[config.mk]
export PLATFORM = sky130hd
export DESIGN_NAME = mem_arbiter_flat
export DESIGN_NICKNAME = d
export VERILOG_FILES = /design/src/arb_pkg.sv /design/src/mem_pkg.sv /design/src/mem_req_if.sv /design/src/mem_arbiter.sv /design/src/flat_wrapper.sv
export SDC_FILE = /design/constraint.sdc
export NUM_CORES = 1
export LEC_CHECK = 0
export BUFFER_PORTS_ARGS = -buffer_cell sky130_fd_sc_hd__buf_2
export CORE_ASPECT_RATIO = 1.4
export CORE_MARGIN = 2
export CORE_UTILIZATION = 46
export DETAILED_ROUTE_END_ITERATION = 10
export PLACE_DENSITY = 0.78
export SYNTH_ARGS = -nofsm -noshare
export SYNTH_HDL_FRONTEND = slang
export SYNTH_SLANG_ARGS = --single-unit
[constraint.sdc]
create_clock -name clk -period 1.94 [get_ports clk]
set_input_delay 0.388 -clock clk [delete_from_list [all_inputs] [get_ports clk]]
set_output_delay 0.388 -clock clk [all_outputs]
set_load 0.1 [all_outputs]
[src/arb_pkg.sv]
// requester tags; SRC_NONE is the reset value of the tag pipeline and means no owner
package arb_pkg;

    // who a memory read belongs to
    // SRC_NONE marks idle cycles and writes, which return nothing
    typedef enum logic [1:0] {
        SRC_NONE = 2'd0,
        SRC_I    = 2'd1,
        SRC_D    = 2'd2
    } req_src_t;

endpackage

[src/mem_pkg.sv]
// word-addressed memory; byte address bit 0 must be zero, MEM_LATENCY must be at least 1
package mem_pkg;

    // byte address and data word widths seen by both caches
    localparam int ADDR_W = 16;
    localparam int DATA_W = 16;

    // word index width
    // the index is addr[MEM_DEPTH_W:1], address bits above it are ignored
    localparam int MEM_DEPTH_W = 10;

    // number of words in the array, 1024 for a 10-bit index
    localparam int MEM_WORDS = 1 << MEM_DEPTH_W;

    // edges from the memory sampling a read to the edge that samples its data
    // the read path is pipelined, so this many reads may be in flight
    localparam int MEM_LATENCY = 4;

endpackage

[src/mem_req_if.sv]
// single-cycle request strobe with no back-pressure; a request lives only while enable is high
interface mem_req_if
    import mem_pkg::*;
();

    // request strobe, one cycle per request
    logic              enable;
    // high for a write, low for a read
    logic              wr;
    // byte address, bit 0 zero
    logic [ADDR_W-1:0] addr;
    // write data, don't care on reads
    logic [DATA_W-1:0] wdata;

    // arbiter side drives every field
    modport arb (
        output enable,
        output wr,
        output addr,
        output wdata
    );

    // memory side only samples
    modport mem (
        input enable,
        input wr,
        input addr,
        input wdata
    );

endinterface

[src/mem_arbiter.sv]
// dcache wins every cycle; icache must keep at most one read outstanding, no back-pressure
module mem_arbiter
    import mem_pkg::*;
    import arb_pkg::*;
(
    input  logic              clk,
    input  logic              rst,
    input  logic              d_enable,
    input  logic              d_write,
    input  logic [ADDR_W-1:0] d_addr,
    input  logic [DATA_W-1:0] d_data,
    input  logic              i_enable,
    input  logic [ADDR_W-1:0] i_addr,
    mem_req_if.arb            req,
    input  logic              rvalid,
    output logic              d_valid,
    output logic              i_valid
);

    // one-entry slot for an instruction read that lost to the dcache
    logic              pend_valid;
    logic [ADDR_W-1:0] pend_addr;

    // tag of the request currently on req, SRC_NONE for writes and idle
    req_src_t          issue_src;

    // tag pipeline, same depth as the memory read pipeline
    req_src_t          tag_q [MEM_LATENCY];
    req_src_t          ret_src;

    // icache has a read pending or in flight
    logic              i_busy;

    // request strobe, tag and pending flag
    always_ff @(posedge clk) begin
        if (rst) begin
            req.enable <= 1'b0;
            issue_src  <= SRC_NONE;
            pend_valid <= 1'b0;
        end else if (d_enable) begin
            req.enable <= 1'b1;
            // writes return nothing, so they carry no owner
            issue_src  <= d_write ? SRC_NONE : SRC_D;
            // instruction strobe in the same cycle parks here
            if (i_enable) begin
                pend_valid <= 1'b1;
            end
        end else if (pend_valid || i_enable) begin
            // parked request goes first, a fresh one cannot coexist with it
            req.enable <= 1'b1;
            issue_src  <= SRC_I;
            pend_valid <= 1'b0;
        end else begin
            req.enable <= 1'b0;
            issue_src  <= SRC_NONE;
        end
    end

    // request payload, qualified by req.enable downstream
    always_ff @(posedge clk) begin
        if (d_enable) begin
            req.wr    <= d_write;
            req.addr  <= d_addr;
            req.wdata <= d_data;
        end else begin
            // icache only reads
            req.wr   <= 1'b0;
            req.addr <= pend_valid ? pend_addr : i_addr;
        end
        // capture the losing instruction address
        if (d_enable && i_enable) begin
            pend_addr <= i_addr;
        end
    end

    // tag shift register
    // stage 0 loads at the same edge the memory samples the request
    always_ff @(posedge clk) begin
        if (rst) begin
            for (int i = 0; i < MEM_LATENCY; i++) begin
                tag_q[i] <= SRC_NONE;
            end
        end else begin
            tag_q[0] <= issue_src;
            for (int i = 1; i < MEM_LATENCY; i++) begin
                tag_q[i] <= tag_q[i-1];
            end
        end
    end

    // owner of the word leaving the memory this cycle
    assign ret_src = tag_q[MEM_LATENCY-1];

    // steer the memory valid to its requester
    assign d_valid = rvalid && (ret_src == SRC_D);
    assign i_valid = rvalid && (ret_src == SRC_I);

    // icache outstanding tracker
    // a new strobe in the return cycle keeps it busy
    always_ff @(posedge clk) begin
        if (rst) begin
            i_busy <= 1'b0;
        end else if (i_enable) begin
            i_busy <= 1'b1;
        end else if (i_valid) begin
            i_busy <= 1'b0;
        end
    end

    // usage rule: one icache read at a time
    a_i_one_outstanding: assert property (
        @(posedge clk) disable iff (rst)
        i_enable |-> (!i_busy || i_valid)
    ) else $error("mem_arbiter: i_enable while an icache read is outstanding");

    // every returning word must have an owner
    a_rvalid_tagged: assert property (
        @(posedge clk) disable iff (rst)
        rvalid |-> (ret_src != SRC_NONE)
    ) else $error("mem_arbiter: rvalid with no requester tag");

endmodule

[src/flat_wrapper.sv]
// flat-port wrapper written by rule: the top's interface ports become plain ports
module mem_arbiter_flat import mem_pkg::*; import arb_pkg::*;
  (clk, rst, d_enable, d_write, d_addr, d_data, i_enable, i_addr, rvalid, d_valid, i_valid, req_enable, req_wr, req_addr, req_wdata);
  mem_req_if req_i ();
  input  logic clk;
  input  logic rst;
  input  logic d_enable;
  input  logic d_write;
  input  logic [ADDR_W-1:0] d_addr;
  input  logic [DATA_W-1:0] d_data;
  input  logic i_enable;
  input  logic [ADDR_W-1:0] i_addr;
  input  logic rvalid;
  output logic d_valid;
  output logic i_valid;
  output wire logic [$bits(req_i.enable)-1:0] req_enable;
  output wire logic [$bits(req_i.wr)-1:0] req_wr;
  output wire logic [$bits(req_i.addr)-1:0] req_addr;
  output wire logic [$bits(req_i.wdata)-1:0] req_wdata;
  assign req_enable = req_i.enable;
  assign req_wr = req_i.wr;
  assign req_addr = req_i.addr;
  assign req_wdata = req_i.wdata;
  mem_arbiter u_core (.clk(clk), .rst(rst), .d_enable(d_enable), .d_write(d_write), .d_addr(d_addr), .d_data(d_data), .i_enable(i_enable), .i_addr(i_addr), .req(req_i), .rvalid(rvalid), .d_valid(d_valid), .i_valid(i_valid));
endmodule
Word-level counts from Yosys, hierarchy flattened. Memories as Yosys holds them, arrays and structs flattened. Index checks and enable logic that the tools add are counted.

Bits in writable memories: 8. Latch bits: 0. Word-level logic and storage cells: 38. Memory bits (read-only): 0. Output and inout port bits: 36. Flip-flop bits (word level): 53. Input port bits: 54. Memories kept: 1.

Equality and inequality tests: 3. Bitwise operators: 4. Multiplexer cells: 17. Div/mod/pow operators: 0. Reduce and logical (&&, ||, !) cells: 6. $mul: 0. Order comparisons: 0. Add/sub/neg operators: 0. Shift-type cells: 0.

Memory list: u_core.tag_q (words 4, bits a word 2, rd ports 4, clocked after memory_dff 0, write ports 4, line mem_arbiter.sv:28) `req_src_t tag_q [MEM_LATENCY];`.

Operators by type and width (number): $mux 16 (2); $mux 2 (6); $mux 1 (9); $or 1x1->1 (4); $logic_and 1x1->1 (3); $eq 2x1->1 const B (1); $eq 2x2->1 const B (1); $ne 2x1->1 const B (1); $reduce_and 2->1 (1); $reduce_bool 2->1 (1); $logic_or 1x1->1 (1).

Depth between registers and ports, before layout. Gate-level depths: netlist (run 1).

Depth in word-level cells: 3. Gate-level depth with buffers: 4. Depth with buffers taken out: 2.

Worst setup path before layout (run 1). No wires, ideal clock.

Kind: input-to-output. Start: input port rvalid. End: output port d_valid. Path slack: -133 ps. Stages on the path: 2. Arrival time: 1685 ps. Required time: 1552 ps. Path buffers: 0. Path through: nand2_1 nor2_1.

Cells in the longest elaborated chain, start to end: 1.

Ends and longest elaborated chain: from (decl) (line flat_wrapper.sv:13) `input logic rvalid;`; $logic_and 1x1->1 (line mem_arbiter.sv:95) `assign d_valid = rvalid && (ret_src == SRC_D);`; to (decl) (line flat_wrapper.sv:14) `output logic d_valid;`.

No other way between the ends.

==> impl_metrics.csv, run 1 <==
group,metric,value,unit
synth,ys_seq_area_frac,0.767,
finish,fin_area,2660,sq um
clocking,cts.reportedPaths.clkPinSlew,0.06,ns
timing,finalHoldViolCount,0,
synth,synthCells,136,
synth,syn-mean-instance-area,14.8,sq um
pwr,p_sw,965,uW
floorplanning,core,4200,sq um
global_route,grt_max_degree,35,
timing,drv_slew,0,
timing,clock.fmax,619,MHz
place,place.gp.congestion,0.728,
hold_path,hold_class,"input pin to flip-flop",
finish,nets,287,
clocking,cts_setup_buffers,0,
setup_path,endpoint_kind,"output port",
setup_path,arrival,1.23,ns
finish,drive_gt1_frac,0.445,
synth,synth_cell_types,17,
route,vias_per_cell,4.67,
clocking,cts_max_level,3,
place,dp_cells,267,
floorplanning,std_cell_rows,28,
clocking,cts_max_path_buffers,2,
finish,fin_cells,283,
clocking,cts_resized,0,
clocking,cts-root-buf,"clkbuf_8",
clocking,ctsHoldBuffers,0,
clocking,worstSkewPairLatency,0.32,ns
timing,rsz0062_at_grt,"false",
route,vias,1323,
finish,nFillCells,357,
timing,fin_skew,0.00559,ns
route,postRouteAntennaNets,0,
place,dp_hpwl,2550,microns
place,postPlaceCellArea,2490,sq um
clocking,clock-sinks,61,
setup_path,startpoint_type,"flip-flop",
pwr,seq_power_share,0.482,
floorplanning,die_x,59.9,microns
timing,post-route-period-util,0.833,
clocking,cts_buffers,9,
pwr,peakVddDrop,0.620,mV
route,avgRoutedWirePerCell,12.4,microns
timing,slew_headroom,0.670,
synth,syn_area,2010,sq um
pwr,p_comb_frac,0.207,
setup_path,worst_ep_required_time,1.55,ns
setup_path,crit_type,"flip-flop to output port",
synth,synth-seq-cells,61,
route,drcViolationCount,0,
pwr,power_leakage,1.16,nW
timing,tns,0,ns
setup_path,crit_fanout,2,
synth,synth_top_area_share,0.478,
route,drt_first_pass_iters,4,
timing,period_minus_slack,1.62,ns
synth,synth_warnings,0,
finish,area_growth,32.3,%
timing,finalSetupViolations,0,
global_route,antenna_found_initial,0,
floorplanning,dieArea,4920,sq um
clocking,cts_tree,"done",
timing,tightestPinTransition,0.498,ns
synth,syn_nets,190,
global_route,overflow,0,
pwr,pwr-share-clk,0.311,
global_route,track_usage,0.159,
route,drt_iter0_drc,41,
route,drt-total-wl,3510,microns
floorplanning,die_h,82.2,microns
job,cap_violations,0,
floorplanning,ios,90,
pwr,intPower,2.09,mW
place,io_buffers,89,
global_route,grt_pass1_wl,5550,microns
synth,yosysTopAreaCell,"edfxtp_1",
global_route,grt_pass1_vias,1296,
pwr,power_density,1150,nW/um^2
pwr,p_sw_frac,0.316,
status,status,"complete, no violations",
finish,diodes,0,
synth,ys_top_cells_by_area,"edfxtp_1 48%, dfxtp_1 29%, mux2i_1 8.0%, nand2_1 3.2%, nor2b_1 2.5%",
floorplanning,start_util,0.478,
## per-stage QoR
step / worst slack, ns / hold slack, ns / power, mW / util
2_1_floorplan: 0.335 / 0.414 / 2.00 / -
3_3_place_gp: 0.532 / 0.418 / 2.13 / 0.592
3_5_place_dp: 0.523 / 0.420 / 2.13 / 0.592
4_1_cts: 0.301 / 0.213 / 3.09 / 0.633
5_1_grt: 0.264 / 0.212 / 3.18 / 0.633
6_report: 0.324 / 0.230 / 3.05 / 0.633
## Yosys cell counts
cell type  count
dfxtp_1       29
o21ai_0        8
nand2_1       17
and2_1         2
clkbuf_1       1
buf_6          1
nand2b_1       1
nor3_1         2
buf_12         1
mux2i_1       16
and3b_1        1
o21ai_1        7
buf_2          4
nor2b_1        8
nor2_1         5
edfxtp_1      32
o21ai_2        1
## final cells by class
cell class | instances | area (sq um) | area share
Clock buffer | 14 | 163 | 0.0611
Sequential cell | 61 | 1540 | 0.579
Clock inverter | 2 | 7.51 | 0.00282
Multi-Input combinational cell | 68 | 417 | 0.157
Tap cell | 45 | 56.3 | 0.0212
Timing Repair Buffer | 93 | 475 | 0.179
## registers in the layout, summed over array words and instances (netlist names)
signal and cells:
u_core.pend_addr 16, u_core.issue_src 2, u_core.tag_q 8, u_core.pend_valid 1
u_core.req.wr 1, u_core.req.addr 16, u_core.req.enable 1, u_core.req.wdata 16
## layout by cell type (no fill, tap or decap)
| master | netlist | final |
|---|---|---|
| o21ai_0 | 8 | 8 |
| o21ai_1 | 7 | 7 |
| buf_2 | 4 | 89 |
| nor2_1 | 5 | 4 |
| nor2b_1 | 8 | 8 |
| clkbuf_1 | 1 | 3 |
| o21ai_2 | 1 | 1 |
| edfxtp_1 | 32 | 32 |
| nor3_1 | 2 | 2 |
| clkinv_1 | 0 | 2 |
| clkbuf_8 | 0 | 11 |
| and2_1 | 2 | 2 |
| and3b_1 | 1 | 1 |
| nand2b_1 | 1 | 1 |
| buf_4 | 0 | 4 |
| nand2_1 | 17 | 17 |
| nor2_2 | 0 | 1 |
| mux2i_1 | 16 | 16 |
| dfxtp_1 | 29 | 29 |
## worst max-delay path: stages, from the launching register on
cell and delay [ns]:
dfxtp_1 0.30, and3b_1 0.19, buf_2 0.42
## worst paths after layout
kind | startpoint | end | slack (ns) | depth (start not counted)
worst min register to register | u_core.tag_q[0][4] | u_core.tag_q[0][6] | 0.43 | 1
worst max-delay path | u_core.tag_q[0][7] | i_valid | 0.32 | 2
worst max register to register | u_core.pend_valid | u_core.req.addr[15] | 0.88 | 3
worst min-delay path | d_write | u_core.issue_src[1] | 0.23 | 2
## cell families after synthesis
logic type,count (synthesis),synth area share
mux,16,0.0796
flops,61,0.767
compound gates,16,0.0417
simple gates,36,0.0846
buf+inv,7,0.0274
## power groups by stage
stage / Combinational (mW) / Sequential, mW / Clock [mW]
final: 0.632 / 1.47 / 0.949
after floorplan: 0.0746 / 1.93 / 0
after detailed placement: 0.637 / 1.50 / 0
after CTS: 0.637 / 1.47 / 0.980
after global placement: 0.632 / 1.50 / 0
after global routing: 0.660 / 1.48 / 1.04
## metal layers
layer,vias to the layer above,routed length (microns),track usage
met5,-,0,0
met4,0,44,0.0800
met3,7,352,0.0841
met2,68,1710,0.253
met1,581,1400,0.171
li1,667,-,-
(Power assumes the default switching activity.)
==> run 2: changes to the inputs <==
- clock period: 1.94 -> 1.6 ns (I/O delays scaled with it)
==> run 2 against run 1 <==
  * Utilization increased by 0.15 points
  * Cell area rose by 0.24%
  * Clock skew barely moved
  * Die area stayed put
  * Global-route usage fell by 0.13 points
  * Power up 20%
  * Register-to-register slack worse by 0.46 ns
  * Cell count did not move
  * Critical path type unchanged
==> impl_metrics.csv, run 2 (synthesized netlist as in run 1, its figures left out) <==
group,metric,value,unit
status,status,"complete, no violations",
pwr,p_total,3.66,mW
global_route,antenna_found_initial,0,
pwr,peakVddDrop,1.18,mV
setup_path,endpoint_kind,"output port",
finish,nFillCells,346,
route,drcViolationCount,0,
setup_path,arrival,1.17,ns
finish,fin_cells,283,
clocking,ctsHoldBuffers,0,
setup_path,crit_path_start,"u_core.tag_q[0][7]",
timing,tightestPinTransition,0.496,ns
clocking,cts_resized,0,
timing,slew_headroom,0.672,
clocking,clock-sinks,61,
route,drt_iter0_drc,23,
route,avgRoutedWirePerCell,12.6,microns
clocking,worstSkewPairLatency,0.33,ns
floorplanning,dieArea,4920,sq um
place,place.gp.congestion,0.708,
route,drt-total-wl,3560,microns
floorplanning,die_h,82.2,microns
place,io_buffers,89,
route,vias_per_cell,4.77,
clocking,cts-root-buf,"clkbuf_8",
timing,tns,0,ns
setup_path,cp.buffers_inverters,1,
clocking,cts_buffers,9,
finish,drive_gt1_frac,0.445,
timing,rsz0062_at_grt,"false",
hold_path,hp-start,"d_data[0]",
route,vias,1349,
clocking,cts_tree,"done",
floorplanning,std_cell_rows,28,
timing,finalHoldViolCount,0,
hold_path,hold_class,"input pin to flip-flop",
route,drt_first_pass_iters,4,
global_route,grt_pass1_vias,1268,
finish,diodes,0,
floorplanning,ios,90,
finish,final_common_cell,"buf_2",
place,dp_cells,267,
floorplanning,start_util,0.478,
setup_path,path_delay_family,"buffers and inverters",
setup_path,startpoint_type,"flip-flop",
timing,fin_skew,0.00569,ns
floorplanning,core,4200,sq um
clocking,cts.reportedPaths.clkPinSlew,0.06,ns
timing,drv_slew,0,
setup_path,crit_type,"flip-flop to output port",
finish,area_growth,32.6,%
route,postRouteAntennaNets,0,
setup_path,slowest_delay,0.42,ns
timing,clock.fmax,669,MHz
timing,finalSetupViolations,0,
timing,period_minus_slack,1.49,ns
job,cap_violations,0,
setup_path,crit_slowest_cell,"buf_2",
clocking,cts_max_path_buffers,2,
global_route,overflow,0,
pwr,power_density,1370,nW/um^2
timing,post-route-period-util,0.934,
finish,nets,287,
floorplanning,die_x,59.9,microns
setup_path,crit-reg2reg-launch,"u_core.pend_valid",
global_route,grt_pass1_wl,5420,microns
global_route,grt_max_degree,27,
clocking,cts_setup_buffers,0,
global_route,track_usage,0.158,
clocking,cts_max_level,3,
setup_path,crit_chain,"nand2_1 -> nor2_2 -> buf_2",
setup_path,crit_fanout,2,
finish,biggestRegsByFlops,"u_core.pend_addr (16), u_core.req.addr (16), u_core.req.wdata (16)",
setup_path,worst_ep_required_time,1.28,ns
pwr,power_leakage,1.16,nW
finish,layout_common_cells,"88 x buf_2, 32 x edfxtp_1, 29 x dfxtp_1",
## run 2: cell types whose count changed in the layout (fill, tap and decap cells not counted), sizes merged
| cell | before | now |
|---|---|---|
| clkbuf | 14 | 15 |
| buf | 93 | 92 |
## run 2: where the power goes
group	internal, mW	switching [mW]	total [mW]	leakage [nW]
logic	0.136	0.633	0.769	0.531
registers	1.76	0.0267	1.79	0.548
clock network	0.598	0.502	1.10	0.0821
total	2.49	1.16	3.66	1.16
## run 2: path summary, 6_finish.rpt
| check | cells past startpoint | slack, ns | endpoint |
|---|---|---|---|
| max | 3 | 0.11 | d_valid |
| min | 1 | 0.17 | u_core.req.wdata[0] |
| max reg2reg | 3 | 0.42 | u_core.req.addr[6] |
| min reg2reg | 1 | 0.44 | u_core.tag_q[0][4] |
## run 2: routing by layer
layer | GRT usage | vias up | wire length, microns
li1 | - | 669 | -
met1 | 0.169 | 600 | 1420
met2 | 0.245 | 72 | 1700
met3 | 0.0903 | 8 | 368
met4 | 0.0844 | 0 | 80
met5 | 0 | - | 0
## run 2: layout make-up
type,instances,area (sq um),share of cell area
Sequential cell,61,1540,0.578
Multi-Input combinational cell,68,417,0.156
Tap cell,45,56.3,0.0211
Clock buffer,14,153,0.0572
Clock inverter,2,8.76,0.00328
Timing Repair Buffer,93,490,0.184
## run 2: worst register-to-register path: cells and delay by family (launching register included)
kind                   cells  cell delay [ns]
flip-flops                 1             0.55
multiplexers               1             0.24
buffers and inverters      1             0.21
AO/OA/AOI/OAI              1             0.07
## run 2: stage by stage
stage / setup slack, ns / utilization / hold WS (ns) / instance area (sq um)
after CTS: 0.0155 / 0.634 / 0.148 / 2660
final: 0.105 / 0.634 / 0.166 / 2670
after global placement: 0.328 / 0.595 / 0.417 / 2500
after floorplan: 0.115 / - / 0.392 / 2010
after global routing: 0.0347 / 0.634 / 0.149 / 2670
after detailed placement: 0.315 / 0.595 / 0.428 / 2500
==> run 3: changes to the inputs <==
- GPL_TIMING_DRIVEN: not set -> 0
==> run 3 against run 2 <==
  * Sequential share of layout area decreased by 1.1 points
  * Largest power group unchanged
  * Clock-buffer cell count down 2
  * Largest cell class unchanged
  * First-iteration DRC count rose by 120%
  * Highest routed layer unchanged
  * Global-route usage up 0.45 points
  * Register-to-register slack improved by 0.14 ns
  * Cell count up 1.1%
  * Clock skew up 0.00076 ns
  * Setup slack got worse by 0.058 ns
  * Sequential cell count stayed put
==> impl_metrics.csv, run 3 (synthesized netlist as in run 1, its figures left out) <==
group,metric,value,unit
status,status,"complete, no violations",
timing,clock.fmax,644,MHz
setup_path,crit_fanout,2,
finish,final_common_cell,"buf_2",
place,place.gp.congestion,0.721,
setup_path,path_delay_family,"buffers and inverters",
global_route,grt_max_degree,18,
route,vias_per_cell,4.73,
pwr,peakVddDrop,0.780,mV
hold_path,hold_class,"input pin to flip-flop",
timing,rsz0062_at_grt,"false",
clocking,cts_max_level,3,
floorplanning,ios,90,
route,postRouteAntennaNets,0,
pwr,power_density,1430,nW/um^2
clocking,worstSkewPairLatency,0.33,ns
finish,diodes,0,
timing,period_minus_slack,1.55,ns
floorplanning,core,4200,sq um
clocking,cts_tree,"done",
route,drt-total-wl,3630,microns
floorplanning,die_h,82.2,microns
timing,finalSetupViolations,0,
timing,post-route-period-util,0.971,
route,drt_first_pass_iters,4,
clocking,cts_max_path_buffers,2,
timing,finalHoldViolCount,0,
route,drt_iter0_drc,50,
pwr,power_leakage,1.19,nW
setup_path,worst_ep_required_time,1.28,ns
floorplanning,std_cell_rows,28,
setup_path,slowest_delay,0.41,ns
clocking,cts.reportedPaths.clkPinSlew,0.06,ns
floorplanning,dieArea,4920,sq um
finish,multi_input_area,419,sq um
timing,drv_slew,0,
global_route,met1_usage,0.157,
clocking,clock-sinks,61,
finish,nets,290,
setup_path,endpoint_kind,"output port",
global_route,grt_pass1_vias,1296,
setup_path,r2r_setup_slack,0.56,ns
timing,slew_headroom,0.670,
global_route,antenna_found_initial,0,
global_route,met2_usage,0.274,
route,drcViolationCount,0,
clocking,cts_buffers,9,
timing,fin_skew,0.00645,ns
clocking,ctsHoldBuffers,0,
finish,area_growth,35.2,%
setup_path,arrival,1.23,ns
clocking,cts-root-buf,"clkbuf_8",
global_route,grt_pass1_wl,5560,microns
finish,seq_area,1540,sq um
floorplanning,start_util,0.478,
route,avgRoutedWirePerCell,12.7,microns
finish,post-route-util,0.647,
setup_path,crit_slowest_cell,"buf_2",
finish,nFillCells,355,
finish,biggestRegsByFlops,"u_core.pend_addr (16), u_core.req.addr (16), u_core.req.wdata (16)",
floorplanning,die_x,59.9,microns
global_route,use_met3,0.0950,
setup_path,crit_type,"flip-flop to output port",
place,io_buffers,89,
timing,tns,0,ns
setup_path,crit_chain,"and3b_1 -> buf_2",
global_route,busiest_layer,"met2",
timing,tightestPinTransition,0.498,ns
setup_path,cp.buffers_inverters,1,
setup_path,startpoint_type,"flip-flop",
global_route,overflow,0,
finish,drive_gt1_frac,0.465,
route,vias,1353,
global_route,track_usage,0.163,
place,dp_hpwl,2650,microns
job,cap_violations,0,
finish,layout_common_cells,"93 x buf_2, 32 x edfxtp_1, 29 x dfxtp_1",
-- run 3: cell types whose count changed in the layout (fill, tap and decap cells not counted), sizes merged --
| cell | previous run | this run |
|---|---|---|
| clkinvlp | 0 | 1 |
| buf | 92 | 95 |
| bufinv | 0 | 1 |
| clkbuf | 15 | 13 |
-- run 3: area by class of cell --
class / count / area share
Buffer: 7 / 0.0202
Clock buffer: 12 / 0.0571
Tap cell: 45 / 0.0207
Timing Repair Buffer: 89 / 0.164
Sequential cell: 61 / 0.567
Clock inverter: 4 / 0.0170
Multi-Input combinational cell: 68 / 0.154
-- run 3: worst paths after layout --
check                     start                   to  cells after the start
max          u_core.tag_q[0][7]              i_valid                      2
min                     d_write  u_core.issue_src[1]                      2
min reg2reg  u_core.tag_q[0][4]   u_core.tag_q[0][6]                      1
max reg2reg   u_core.pend_valid   u_core.req.addr[8]                      4
-- run 3: stage by stage --
step	hold WS, ns	setup WS [ns]	area (sq um)	power [mW]	std cells
after global placement	0.418	-0.578	2510	2.59	270
after CTS	0.138	0.0131	2720	3.94	286
final	0.157	0.0471	2720	3.90	286
after global routing	0.135	0.00171	2720	4.05	286
after floorplan	0.392	0.115	2010	2.43	136
after detailed placement	0.420	-0.579	2510	2.60	270
-- run 3: report_power, final --
group          switching [mW]  total (mW)  internal [mW]
sequential             0.0231        1.78           1.76
combinational           0.638       0.777          0.139
clock                   0.545        1.34          0.796
-- run 3: what timing repair did --
item / 4_1_cts / 5_1_grt
endpoints found under the setup margin: 16 / 16
pin swaps: 0 / 0
setup buffers: 0 / 0
gates resized for setup: 1 / 1
-- run 3: metal layers --
metal | wire, microns | share of wire
met4 | 40 | 0.011
met2 | 1820 | 0.50
met1 | 1360 | 0.38
met3 | 405 | 0.11
met5 | 0 | 0
